File: config.mk
export PLATFORM = sky130hd
export DESIGN_NAME = simf_instr_decoder
export DESIGN_NICKNAME = d
export VERILOG_FILES = /design/src/rtl/simf_decode_pkg.sv /design/src/rtl/simf_src_decode.sv /design/src/rtl/simf_opcode_decode.sv /design/src/rtl/simf_instr_decoder.sv
export SDC_FILE = /design/constraint.sdc
export NUM_CORES = 1
export LEC_CHECK = 0
export ABC_AREA = 1
export BUFFER_PORTS_ARGS = -buffer_cell sky130_fd_sc_hd__buf_4
export CAP_MARGIN = 20
export CORE_ASPECT_RATIO = 1.5
export CORE_MARGIN = 3
export CORE_UTILIZATION = 45
export DETAILED_ROUTE_END_ITERATION = 16
export HOLD_SLACK_MARGIN = 0.06
export PLACE_DENSITY = 0.81
export SLEW_MARGIN = 25
export SYNTH_ARGS = -nofsm -noshare
export SYNTH_HDL_FRONTEND = slang
export SYNTH_HIERARCHICAL = 1
export SYNTH_SLANG_ARGS = --single-unit
File: constraint.sdc
create_clock -name clk -period 0.8 [get_ports clk]
set_input_delay 0.04 -clock clk [delete_from_list [all_inputs] [get_ports clk]]
set_output_delay 0.04 -clock clk [all_outputs]
set_load 0.02 [all_outputs]
File: src/rtl/simf_decode_pkg.sv
package simf_decode_pkg;

  localparam int ADDR_W   = 12;
  localparam int OPCODE_W = 32;
  localparam int FMT_W    = 8;  // Instruction bits 31:24
  localparam int OP_W     = 12; // Instruction bits 11:0

  localparam logic [FMT_W-1:0] FMT_VOP2  = 8'h01;
  localparam logic [FMT_W-1:0] FMT_VOP1  = 8'h02;
  localparam logic [FMT_W-1:0] FMT_VOPC  = 8'h04;
  localparam logic [FMT_W-1:0] FMT_VOP3A = 8'h08;

  localparam logic [OP_W-1:0] OP_ADD         = 12'h003;
  localparam logic [OP_W-1:0] OP_SUB         = 12'h004;
  localparam logic [OP_W-1:0] OP_SUBREV      = 12'h005;
  localparam logic [OP_W-1:0] OP_MUL         = 12'h008;
  localparam logic [OP_W-1:0] OP_VOP3_ADD    = 12'h103;
  localparam logic [OP_W-1:0] OP_VOP3_SUB    = 12'h104;
  localparam logic [OP_W-1:0] OP_VOP3_SUBREV = 12'h105;
  localparam logic [OP_W-1:0] OP_VOP3_MUL    = 12'h108;
  localparam logic [OP_W-1:0] OP_MAC         = 12'h01F;
  localparam logic [OP_W-1:0] OP_MADMK       = 12'h020;
  localparam logic [OP_W-1:0] OP_MAX         = 12'h010;
  localparam logic [OP_W-1:0] OP_MAD         = 12'h141;
  localparam logic [OP_W-1:0] OP_SQRT        = 12'h033;
  localparam logic [OP_W-1:0] OP_RCP         = 12'h02A;
  localparam logic [OP_W-1:0] CMP_LO_LAST    = 12'h006; // Low compares start at 000
  localparam logic [OP_W-1:0] CMP_HI_FIRST   = 12'h009;
  localparam logic [OP_W-1:0] CMP_HI_LAST    = 12'h00F;

  // Operand address map
  localparam logic [ADDR_W-1:0] ADDR_LITERAL = 12'h7FF;
  localparam logic [ADDR_W-1:0] ADDR_VCC_LO  = 12'hE01;
  localparam logic [ADDR_W-1:0] ADDR_VCC_HI  = 12'hE02;
  localparam logic [ADDR_W-1:0] ADDR_M0      = 12'hE04;
  localparam logic [ADDR_W-1:0] ADDR_EXEC_LO = 12'hE08;
  localparam logic [ADDR_W-1:0] ADDR_EXEC_HI = 12'hE10;
  localparam logic [ADDR_W-1:0] ADDR_VCCZ    = 12'hE20;
  localparam logic [ADDR_W-1:0] ADDR_EXECZ   = 12'hE40;
  localparam logic [ADDR_W-1:0] ADDR_SCC     = 12'hE80;
  localparam logic [1:0]        PFX_CONST    = 2'b00;  // Top bits of inline constants
  localparam logic [1:0]        PFX_VGPR     = 2'b10;
  localparam logic [2:0]        PFX_SGPR     = 3'b110;

  typedef enum logic [3:0] {
    SRC_LITERAL = 4'd0,
    SRC_CONST   = 4'd1,
    SRC_VGPR    = 4'd2,
    SRC_SGPR    = 4'd3,
    SRC_VCC_LO  = 4'd4,
    SRC_VCC_HI  = 4'd5,
    SRC_M0      = 4'd6,
    SRC_EXEC_LO = 4'd7,
    SRC_EXEC_HI = 4'd8,
    SRC_VCCZ    = 4'd9,
    SRC_EXECZ   = 4'd10,
    SRC_SCC     = 4'd11,
    SRC_NONE    = 4'd15
  } src_sel_e;

  typedef struct packed {
    src_sel_e sel;
    logic     vgpr_rd_en;
  } src_decode_t;

  typedef struct packed {
    logic vcc;
    logic vgpr;
    logic sgpr;
  } wr_en_t;

  localparam src_decode_t SRC_DEC_IDLE = '{sel: SRC_NONE, vgpr_rd_en: 1'b0};
  localparam wr_en_t      WR_EN_NONE   = '{vcc: 1'b0, vgpr: 1'b0, sgpr: 1'b0};

endpackage

File: src/rtl/simf_src_decode.sv
module simf_src_decode
  import simf_decode_pkg::*;
(
  input  logic [ADDR_W-1:0] addr,
  output src_decode_t       dec
);

  logic [1:0] top2;
  logic [2:0] top3;

  assign top2 = addr[ADDR_W-1 -: 2];
  assign top3 = addr[ADDR_W-1 -: 3];

  always_comb
  begin
    dec.sel = SRC_NONE;
    if (addr == ADDR_LITERAL)
    begin
      dec.sel = SRC_LITERAL; // Checked before the range matches
    end
    else if (top2 == PFX_CONST)
    begin
      dec.sel = SRC_CONST;
    end
    else if (top2 == PFX_VGPR)
    begin
      dec.sel = SRC_VGPR;
    end
    else if (top3 == PFX_SGPR)
    begin
      dec.sel = SRC_SGPR;
    end
    else
    begin
      // One-hot special registers in the 111 range
      case (addr)
        ADDR_VCC_LO:  dec.sel = SRC_VCC_LO;
        ADDR_VCC_HI:  dec.sel = SRC_VCC_HI;
        ADDR_M0:      dec.sel = SRC_M0;
        ADDR_EXEC_LO: dec.sel = SRC_EXEC_LO;
        ADDR_EXEC_HI: dec.sel = SRC_EXEC_HI;
        ADDR_VCCZ:    dec.sel = SRC_VCCZ;
        ADDR_EXECZ:   dec.sel = SRC_EXECZ;
        ADDR_SCC:     dec.sel = SRC_SCC;
        default:      dec.sel = SRC_NONE; // Unmapped address
      endcase
    end
    dec.vgpr_rd_en = (dec.sel == SRC_VGPR);
  end

endmodule

File: src/rtl/simf_opcode_decode.sv
module simf_opcode_decode
  import simf_decode_pkg::*;
(
  input  logic [OPCODE_W-1:0] opcode,
  input  logic [ADDR_W-1:0]   sgpr_dest_addr,
  output wr_en_t              wr_en
);

  localparam wr_en_t WR_VGPR     = '{vcc: 1'b0, vgpr: 1'b1, sgpr: 1'b0};
  localparam wr_en_t WR_VCC      = '{vcc: 1'b1, vgpr: 1'b0, sgpr: 1'b0};
  localparam wr_en_t WR_VCC_SGPR = '{vcc: 1'b1, vgpr: 1'b0, sgpr: 1'b1};

  logic [FMT_W-1:0] fmt;
  logic [OP_W-1:0]  op;
  logic             op_is_cmp;
  wr_en_t           base;

  assign fmt = opcode[OPCODE_W-1 -: FMT_W];
  assign op  = opcode[OP_W-1:0]; // Bits 23:12 carry no decode info

  // Compare windows shared by VOPC and VOP3A
  assign op_is_cmp = (op <= CMP_LO_LAST) ||
                     ((op >= CMP_HI_FIRST) && (op <= CMP_HI_LAST));

  always_comb
  begin
    base = WR_EN_NONE;
    case (fmt)
      FMT_VOP2:
      begin
        case (op)
          OP_ADD, OP_SUB, OP_SUBREV, OP_MUL,
          OP_MAC, OP_MADMK, OP_MAX:
            base = WR_VGPR;
          default:
            base = WR_EN_NONE;
        endcase
      end
      FMT_VOP1:
      begin
        case (op)
          OP_SQRT, OP_RCP: base = WR_VGPR;
          default:         base = WR_EN_NONE;
        endcase
      end
      FMT_VOPC:
      begin
        if (op_is_cmp)
        begin
          base = WR_VCC;
        end
      end
      FMT_VOP3A:
      begin
        if (op_is_cmp)
        begin
          base = WR_VCC_SGPR; // Result lands in vcc and an SGPR pair
        end
        else
        begin
          case (op)
            OP_VOP3_ADD, OP_VOP3_SUB, OP_VOP3_SUBREV,
            OP_VOP3_MUL, OP_MAD:
              base = WR_VGPR;
            default:
              base = WR_EN_NONE;
          endcase
        end
      end
      default:
      begin
        base = WR_EN_NONE; // Unknown format writes nothing
      end
    endcase
  end

  // VOP3A destination steers vcc versus scalar write
  always_comb
  begin
    wr_en = base;
    if (fmt == FMT_VOP3A)
    begin
      if (sgpr_dest_addr == ADDR_VCC_LO)
      begin
        wr_en.vcc  = 1'b1;
        wr_en.sgpr = 1'b0;
      end
      else if (sgpr_dest_addr[ADDR_W-1 -: 3] == PFX_SGPR)
      begin
        wr_en.vcc  = 1'b0;
        wr_en.sgpr = 1'b1;
      end
    end
  end

endmodule

File: src/rtl/simf_instr_decoder.sv
module simf_instr_decoder
  import simf_decode_pkg::*;
(
  input  logic                clk,
  input  logic                arst_n,
  input  logic [OPCODE_W-1:0] opcode,
  input  logic [ADDR_W-1:0]   src1_addr,
  input  logic [ADDR_W-1:0]   src2_addr,
  input  logic [ADDR_W-1:0]   src3_addr,
  input  logic [ADDR_W-1:0]   sgpr_dest_addr,
  output wr_en_t              wr_en,
  output src_decode_t         src1_dec,
  output src_decode_t         src2_dec,
  output src_decode_t         src3_dec
);

  wr_en_t      wr_en_c;
  src_decode_t src1_dec_c;
  src_decode_t src2_dec_c;
  src_decode_t src3_dec_c;

  simf_opcode_decode opcode_dec_i (
    .opcode         (opcode),
    .sgpr_dest_addr (sgpr_dest_addr),
    .wr_en          (wr_en_c)
  );

  simf_src_decode src1_i (
    .addr (src1_addr),
    .dec  (src1_dec_c)
  );

  simf_src_decode src2_i (
    .addr (src2_addr),
    .dec  (src2_dec_c)
  );

  simf_src_decode src3_i (
    .addr (src3_addr),
    .dec  (src3_dec_c)
  );

  // Decode-to-issue register with one cycle latency
  always_ff @(posedge clk or negedge arst_n)
  begin
    if (!arst_n)
    begin
      wr_en    <= WR_EN_NONE;
      src1_dec <= SRC_DEC_IDLE;
      src2_dec <= SRC_DEC_IDLE;
      src3_dec <= SRC_DEC_IDLE;
    end
    else
    begin
      wr_en    <= wr_en_c;
      src1_dec <= src1_dec_c;
      src2_dec <= src2_dec_c;
      src3_dec <= src3_dec_c;
    end
  end

endmodule

==> results.toml, run 1 <==
[die]
io_pins = 100
core-area_um2 = 3780
die_h_um = 83.7
die_area_um2 = 4840
die_w_um = 57.8
start_util_pct = 47.9
rows = 27

[power]
p_int_w = 0.00195
p_leak_nw = 1.65
switching_power_w = 0.000790
power_frac_clock_pct = 26.2
swShare_pct = 28.8
combPwrFrac_pct = 37.4
seqPwrFrac_pct = 36.5
power-per-cell-area_nw_per_um2 = 940
vdd_drop_max_mv = 0.878

[cts]
cts.sinks = 18
clockBufferDepth = 2
clk_transition_reported_paths_ps = 70
cts_tree = "yes"
numCtsBuffers = 3
root_buffer = "clkbuf_8"
htreeDepth = 1
cts_setup_buffers = 0

[run_status]
run_status = "finished, violations left"
violations = "negative setup slack"

[final_layout]
antenna_cells = 0
layout_common_cells = "nand2_1 (112), buf_4 (99), nor2_1 (67)"
drive_gt1_share_pct = 35.8
layout_commonest_cell = "nand2_1"
layoutNonFillerInstCount = 501
syn_to_final_growth_pct = 60.9
final_nets = 541

[route]
ant_nets = 0
vias = 2369
drt_iter0_drc = 86
firstDrtPassIters = 4
drc = 0
wl_um = 4850
routedWlPerCell_um = 9.67
avgViaCountPerCell = 4.73

[yosys]
synth.avg_cell_area_um2 = 5.43
syn_inst = 334
async_flop_share_pct = 100
ys_types = 20
ys_warn_count = 6
synth_edf_count = 0
synth_flop_cell = "dfstp_2"
synthesis.area_um2 = 1810
ys_seq_elements = 18
syn_nets = 416
ys_seq_area_share_pct = 25.7

[critical_path]
slowest_delay_ps = 530
cp_data_required_time_ps = 760
arrival_ps = 890
cp_top_family = "flip-flops"
path_buf_inv = 1
crit_chain = "buf_6"
critPathCaptureType = "primary output"
slowest_stage = "dfstp_2"
crit_type = "reg2out"
cp_max_fo = 1
startpoint_type = "flop"
cp.depth = 1

[global_route]
grt-ovfl-total = 0
track_usage_pct = 20.0
grt_pass1_vias = 2185
grt_antenna_before_repair = 0
grt_max_degree = 19
grt_pass1_wl_um = 8060

[sta]
max-slew-margin-rel_pct = 82.3
finalSetupTns_ps = -1520
rsz0062_at_grt = "yes"
report.final.slew_viol_count = 0
hold_ws_ps = 75.8
hold_viol_final = 0
post-route-min-period_ps = 933
timing.final.crit_share_pct = 117
worst_pin_slew_ps = 263
setup_ws_ps = -133
finalSetupViolCount = 16
max_freq_ghz = 1.07

[flow_run]
cap_violations = 0

[place]
io_buffer_count = 87
gp_congestion = 0.844
preCtsSetupSlack_ps = -165
placedCellCount = 494
dp_hpwl_um = 4220

[min_path]
hp-class = "in2reg"
hold_depth = 3
## logic make-up after synthesis
logic type / count (synthesis) / share of synthesized area (%)
buffers and inverters: 62 / 12.8
AOI/OAI and AO/OA: 17 / 5.18
and+or+nand+nor: 237 / 56.3
DFF: 18 / 25.7
## final timing paths
| check | endpoint | slack (ps) | start |
|---|---|---|---|
| worst max-delay path | src3_dec[3] | -130 | src3_dec[3] |
| worst min-delay path | src3_dec[0] | 80 | src3_addr[10] |
| max in group asynchronous | src2_dec[4] | 340 | arst_n |
| min in group asynchronous | src3_dec[0] | 200 | arst_n |
## registers in the layout, summed over array words and instances (netlist names)
name	count
src3_dec	5
src1_dec	5
wr_en	3
src2_dec	5
## repair_timing
action                                  4_1_cts  5_1_grt
hold endpoints to repair                     19        1
resized for setup                            17        5
endpoints found under the setup margin       17       23
hold buffers                                  2        1
pin swaps                                     0        0
## per-stage QoR
step | area [um^2] | util (%) | total power [W]
2_1_floorplan | 1810 | - | 0.00141
3_3_place_gp | 2750 | 72.6 | 0.00197
3_5_place_dp | 2750 | 72.6 | 0.00199
4_1_cts | 2880 | 76.2 | 0.00275
5_1_grt | 2920 | 77.1 | 0.00294
6_report | 2920 | 77.1 | 0.00274
## area by class of cell
type / instances / area [um^2]
Fill cell: 309 / 866
Tap cell: 43 / 53.8
Multi-Input combinational cell: 254 / 1130
Sequential cell: 18 / 465
Timing Repair Buffer: 120 / 976
Inverter: 62 / 233
Clock buffer: 4 / 55.1
## power groups by stage
stage	combinational, W	sequential, W	clock (W)
5_1_grt	0.00114	0.00100	0.000799
6_report	0.00102	0.00100	0.000718
4_1_cts	0.00102	0.00100	0.000730
3_5_place_dp	0.000982	0.00101	0
3_3_place_gp	0.000965	0.00101	0
2_1_floorplan	0.000340	0.00107	0
## Yosys cell counts, types with 3 or more instances
| cell type | instances | share of area (%) |
|---|---|---|
| inv_2 | 11 | 2.3 |
| dfrtp_1 | 6 | 8.3 |
| o21ai_0 | 6 | 1.7 |
| nand3_1 | 32 | 8.8 |
| nor2_4 | 4 | 2.5 |
| nor2_1 | 67 | 14 |
| nor3_1 | 5 | 1.4 |
| nand2_2 | 6 | 2.1 |
| a21oi_1 | 7 | 1.9 |
| inv_1 | 50 | 10 |
| nand2_1 | 112 | 23 |
| nor2_2 | 7 | 2.4 |
| o21a_1 | 3 | 1.2 |
| dfstp_2 | 12 | 17 |
## routing by layer
layer	wire length, um	part of all wire, %	track usage (%)
met2	2780	57	41.3
met4	50	1.0	5.06
met1	1770	37	19.8
met3	240	5.0	1.70
met5	0	0	0
No activity file was read; power rests on OpenSTA's default activity.
==> inputs of run 2 (changes only) <==
BUFFER_PORTS_ARGS = not set   (was -buffer_cell sky130_fd_sc_hd__buf_4)
CORE_UTILIZATION = 60   (was 45)
DONT_BUFFER_PORTS = 1   (was not set)
PLACE_DENSITY = 0.76   (was 0.81)
==> run 2 against run 1 <==
Compared with the run above: the flow finishes with violations (negative hold slack, negative setup slack); worst hold slack lost 170 ps; maximum frequency increased by 6.0%; wire length down 18%; sequential power is 6% higher; via count down 19%; clock power fell by 15%; non-clock buffer count is 109 lower; die area shrank 23%; setup slack improved by 53 ps; cell area down 30%; critical endpoint is now src2_dec[2]; largest power group is now registers.
==> results.toml, run 2 (synthesized netlist as in run 1, its figures left out) <==
[cts]
numCtsBuffers = 3
clockBufferDepth = 2
clk_transition_reported_paths_ps = 60
root_buffer = "clkbuf_8"
cts_setup_buffers = 0
cts_hold_buf = 12
htreeDepth = 1
cts_tree = "yes"
cts.sinks = 18

[place]
gp_congestion = 0.883
io_buffer_count = 0
dpl-instance-area_um2 = 1860
dp_hpwl_um = 3210

[route]
drc = 0
drt_iter0_drc = 30
avgViaCountPerCell = 4.98
wl_um = 3990
routedWlPerCell_um = 10.3
ant_nets = 0
firstDrtPassIters = 4
vias = 1924

[sta]
post-route-min-period_ps = 880
timing.final.crit_share_pct = 110
setup_ws_ps = -79.6
rsz0062_at_grt = "yes"
hold_viol_final = 7
report.final.slew_viol_count = 0
hold_ws_ps = -92.8
worst_pin_slew_ps = 698
max-slew-margin-rel_pct = 53.4
finalSetupViolCount = 12
max_freq_ghz = 1.14

[global_route]
grt_pass1_wl_um = 6570
grt_pass1_vias = 1793
grt_max_degree = 19
track_usage_pct = 22.1
grt_antenna_before_repair = 0
grt-ovfl-total = 0

[die]
core-area_um2 = 2790
rows = 23
io_pins = 100
die_area_um2 = 3730
die_w_um = 50.9
die_h_um = 73.3
start_util_pct = 64.9

[power]
power_frac_clock_pct = 28.6
switching_power_w = 0.000607
vdd_drop_max_mv = 0.684
p_int_w = 0.00153
p_leak_nw = 1.12
combPwrFrac_pct = 21.9
swShare_pct = 28.4
power-per-cell-area_nw_per_um2 = 1050
seqPwrFrac_pct = 49.5

[flow_run]
cap_violations = 0

[run_status]
violations = "negative hold slack, negative setup slack"
run_status = "finished, violations left"

[critical_path]
cp_data_required_time_ps = 760
cp_max_fo = 1
cp-startpoint = "src2_dec[2]"
critPathCaptureType = "primary output"
startpoint_type = "flop"
crit_type = "reg2out"
arrival_ps = 840

[final_layout]
drive_gt1_share_pct = 14.0
fin_util_pct = 72.9
fin_area_um2 = 2030
syn_to_final_growth_pct = 12.2
layout_common_cells = "nand2_1 (111), nor2_1 (67), inv_1 (50)"
antenna_cells = 0
layout_commonest_cell = "nand2_1"
final_nets = 432
top_regs = "src1_dec x5, src2_dec x5, src3_dec x5"

[min_path]
hp-class = "in2async"
## run 2: per-stage QoR
stage	power (W)	instances	setup TNS, ps	setup slack [ps]
CTS	0.00215	387	-1570	-80.2
finish	0.00214	386	-800	-79.6
detailed placement	0.00147	371	-39.6	-22.6
global route	0.00228	386	-1060	-96.7
global placement	0.00146	371	-5.98	-3.31
floorplan	0.00141	334	0	84.5
## run 2: power by group through the flow
| stage | Clock, W | Sequential, W | Combinational [W] |
|---|---|---|---|
| floorplan | 0 | 0.00107 | 0.000340 |
| global placement | 0 | 0.00107 | 0.000388 |
| detailed placement | 0 | 0.00107 | 0.000392 |
| CTS | 0.000629 | 0.00106 | 0.000461 |
| global route | 0.000674 | 0.00106 | 0.000544 |
| finish | 0.000612 | 0.00106 | 0.000469 |
## run 2: final timing paths
path / cells after the start / to / slack, ps
min in group clk: 3 / wr_en[2] / -20
min: 1 / src2_dec[0] / -90
max in group asynchronous: 1 / wr_en[0] / 450
max: 0 / src2_dec[2] / -80
## run 2: layer usage
metal | up-vias | routed length (um) | track usage [%]
li1 | 1038 | - | -
met1 | 819 | 1550 | 24.1
met2 | 62 | 2110 | 42.6
met3 | 5 | 282 | 4.06
met4 | 0 | 48 | 6.29
met5 | - | 0 | 0
## run 2: area by class of cell
cell class | count | area, um^2
multi-input cells | 254 | 1120
fillers | 261 | 757
flip-flops and latches | 18 | 465
inverters | 62 | 233
repair buffers | 11 | 120
well taps | 37 | 46.3
clock buffers | 4 | 45.0
## run 2: repair_timing
item                                    CTS  global route
gates resized for setup                   0             7
pin swaps                                 0             0
endpoints found under the setup margin   12            31
hold endpoints to repair                 36             8
==> inputs of run 3 (changes only) <==
ABC_AREA = not set   (was 1)
==> run 3 against run 2 <==
Compared with the run above: the flow still finishes with violations (negative hold slack, negative setup slack); utilization is 4.5 points higher; setup slack worse by 410 ps; final cell count is 34% lower; via count is 12% lower; area after synthesis is 5.0% lower; cell area is 3.0% higher; flip-flop and latch count stayed put; sequential share of layout area is 0.66 points lower; synthesized cell count is 42% lower; highest routed layer unchanged.
==> results.toml, run 3 <==
[power]
p_leak_nw = 0.785
vdd_drop_max_mv = 0.693
power-per-cell-area_nw_per_um2 = 1020

[critical_path]
slowest_delay_ps = 510
crit_chain = "or4_4 -> nor4b_2 -> and4b_1 -> nand2b_1 -> a2111oi_2"
cp.depth = 5
cp_top_family = "simple AND/OR/NAND/NOR gates"
cp-startpoint = "sgpr_dest_addr[5]"
cp_data_required_time_ps = 930
critPathCaptureType = "flop"
startpoint_type = "input port"
endpoint = "wr_en[2]"
slowest_stage = "or4_4"
cp_max_fo = 2
path_buf_inv = 0
arrival_ps = 1430
crit_type = "in2reg"

[route]
routedWlPerCell_um = 18.1
ant_nets = 0
avgViaCountPerCell = 6.67
firstDrtPassIters = 4
wl_um = 4630
drc = 0
drt_iter0_drc = 41
vias = 1702

[final_layout]
final_nets = 301
layoutNonFillerInstCount = 255
drive_gt1_share_pct = 32.1
fill_cells = 218
syn_to_final_growth_pct = 21.7
layout_commonest_cell = "nor2_1"
top_regs = "src1_dec x5, src2_dec x5, src3_dec x5"
layout_common_cells = "nor2_1 (31), buf_4 (16), dfstp_2 (12)"
fin_area_um2 = 2090
antenna_cells = 0

[sta]
finalSetupTns_ps = -2140
setup_ws_ps = -494
timing.final.crit_share_pct = 162
hold_viol_final = 12
worst_pin_slew_ps = 729
finalSetupViolCount = 15
max-slew-margin-rel_pct = 51.4
hold_ws_ps = -142
max_freq_ghz = 0.773
report.final.slew_viol_count = 0
post-route-min-period_ps = 1290
rsz0062_at_grt = "yes"

[cts]
numCtsBuffers = 3
cts_hold_buf = 8
clk_transition_reported_paths_ps = 60
clockBufferDepth = 2
cts.sinks = 18
root_buffer = "clkbuf_8"
cts_tree = "yes"
htreeDepth = 1

[die]
die_h_um = 71.6
rows = 23
core-area_um2 = 2710
die_area_um2 = 3560
io_pins = 100
die_w_um = 49.7
start_util_pct = 63.6

[run_status]
run_status = "finished, violations left"
violations = "negative hold slack, negative setup slack"

[yosys]
synth_flop_cell = "dfstp_2"
synthesis.area_um2 = 1720
ys_seq_area_share_pct = 27.0
synth_top_area_cell = "dfstp_2"
ys_types = 39
ys_warn_count = 6
async_flop_share_pct = 100
synth_area_leaders = "dfstp_2 (18%), dfrtp_1 (8.7%), nor2_1 (7.4%)"
synth_most_common_cell = "nor2_1"
synth_edf_count = 0
synth.avg_cell_area_um2 = 8.83
syn_inst = 195
syn_nets = 277
ys_seq_elements = 18
yosysTopAreaCellShare_pct = 18.3
yosys-top-cells-count = "nor2_1 (34), dfstp_2 (12), nand3_1 (11)"

[flow_run]
cap_violations = 0

[global_route]
grt_antenna_before_repair = 0
track_usage_pct = 25.4
grt_max_degree = 19
grt_pass1_vias = 1738
grt_pass1_wl_um = 7330
grt-ovfl-total = 0

[place]
dpl-instance-area_um2 = 1890
placedCellCount = 242
preCtsSetupSlack_ps = -839
io_buffer_count = 0
dp_hpwl_um = 3690
gp_congestion = 0.801

[min_path]
hp-class = "in2reg"
min_from = "opcode[25]"
==> run 3: changes by cell type in the layout (fill, tap and decap cells not counted), moves of 7 or more <==
| cell | change |
|---|---|
| nand2b_1 | +7 |
| nand4_1 | +7 |
| nand3_1 | -21 |
| inv_2 | -11 |
| nor4b_1 | +9 |
| nor2_1 | -36 |
| buf_4 | +16 |
| nand2_2 | -7 |
| nand2_1 | -108 |
| inv_1 | -46 |
| nor2b_1 | +7 |
==> run 3: kinds of logic (layout without fill, tap and decap cells) <==
logic type | Yosys count | in the layout | synth area share, %
AO/OA/AOI/OAI | 33 | 33 | 18.6
buffers and inverters | 10 | 33 | 3.71
flip-flops | 18 | 18 | 27.0
AND/OR/NAND/NOR | 125 | 125 | 46.1
XOR/XNOR | 9 | 9 | 4.58
==> run 3: final cells by class <==
class	instances	area [um^2]	area share, %
inverter	4	15.0	0.717
timing repair buffer	25	219	10.5
tap	37	46.3	2.21
sequential	18	465	22.2
clock buffer	4	45.0	2.15
multi-input combinational	167	1300	62.2
==> run 3: worst min path at each step <==
| stage | to | cells past startpoint |
|---|---|---|
| after floorplan | src1_dec[0] | 0 |
| after global placement | src1_dec[0] | 0 |
| after detailed placement | src1_dec[0] | 0 |
| after CTS | wr_en[2] | 1 |
| after global routing | wr_en[2] | 1 |
| final | wr_en[2] | 1 |
==> run 3: where the power goes <==
part | total (W) | internal [W] | leakage (nW) | switching (W)
Combinational | 0.000473 | 0.000247 | 0.555 | 0.000225
Clock | 0.000608 | 0.000352 | 0.0228 | 0.000256
Sequential | 0.00106 | 0.000985 | 0.207 | 0.0000768
Total | 0.00214 | 0.00158 | 0.785 | 0.000558
==> run 3: through the flow <==
step / hold WS [ps] / util [%] / total power (W)
after detailed placement: -255 / 70.0 / 0.00147
after global placement: -255 / 70.0 / 0.00145
after floorplan: -256 / - / 0.00145
after global routing: -160 / 77.4 / 0.00224
after CTS: -148 / 76.9 / 0.00216
final: -142 / 77.4 / 0.00214
==> run 3: repair_timing <==
action	CTS	global route
setup endpoints to repair	15	26
gates resized for setup	9	6
pin swaps	7	5
buffers inserted	1	0
hold endpoints to repair	35	14
==> run 3: per-layer routing <==
layer | routed length (um) | up-vias | GRT usage [%]
met3 | 289 | 10 | 3.95
met2 | 2650 | 71 | 51.1
met1 | 1570 | 813 | 24.8
li1 | - | 808 | -
met4 | 120 | 0 | 9.85
met5 | 0 | - | 0
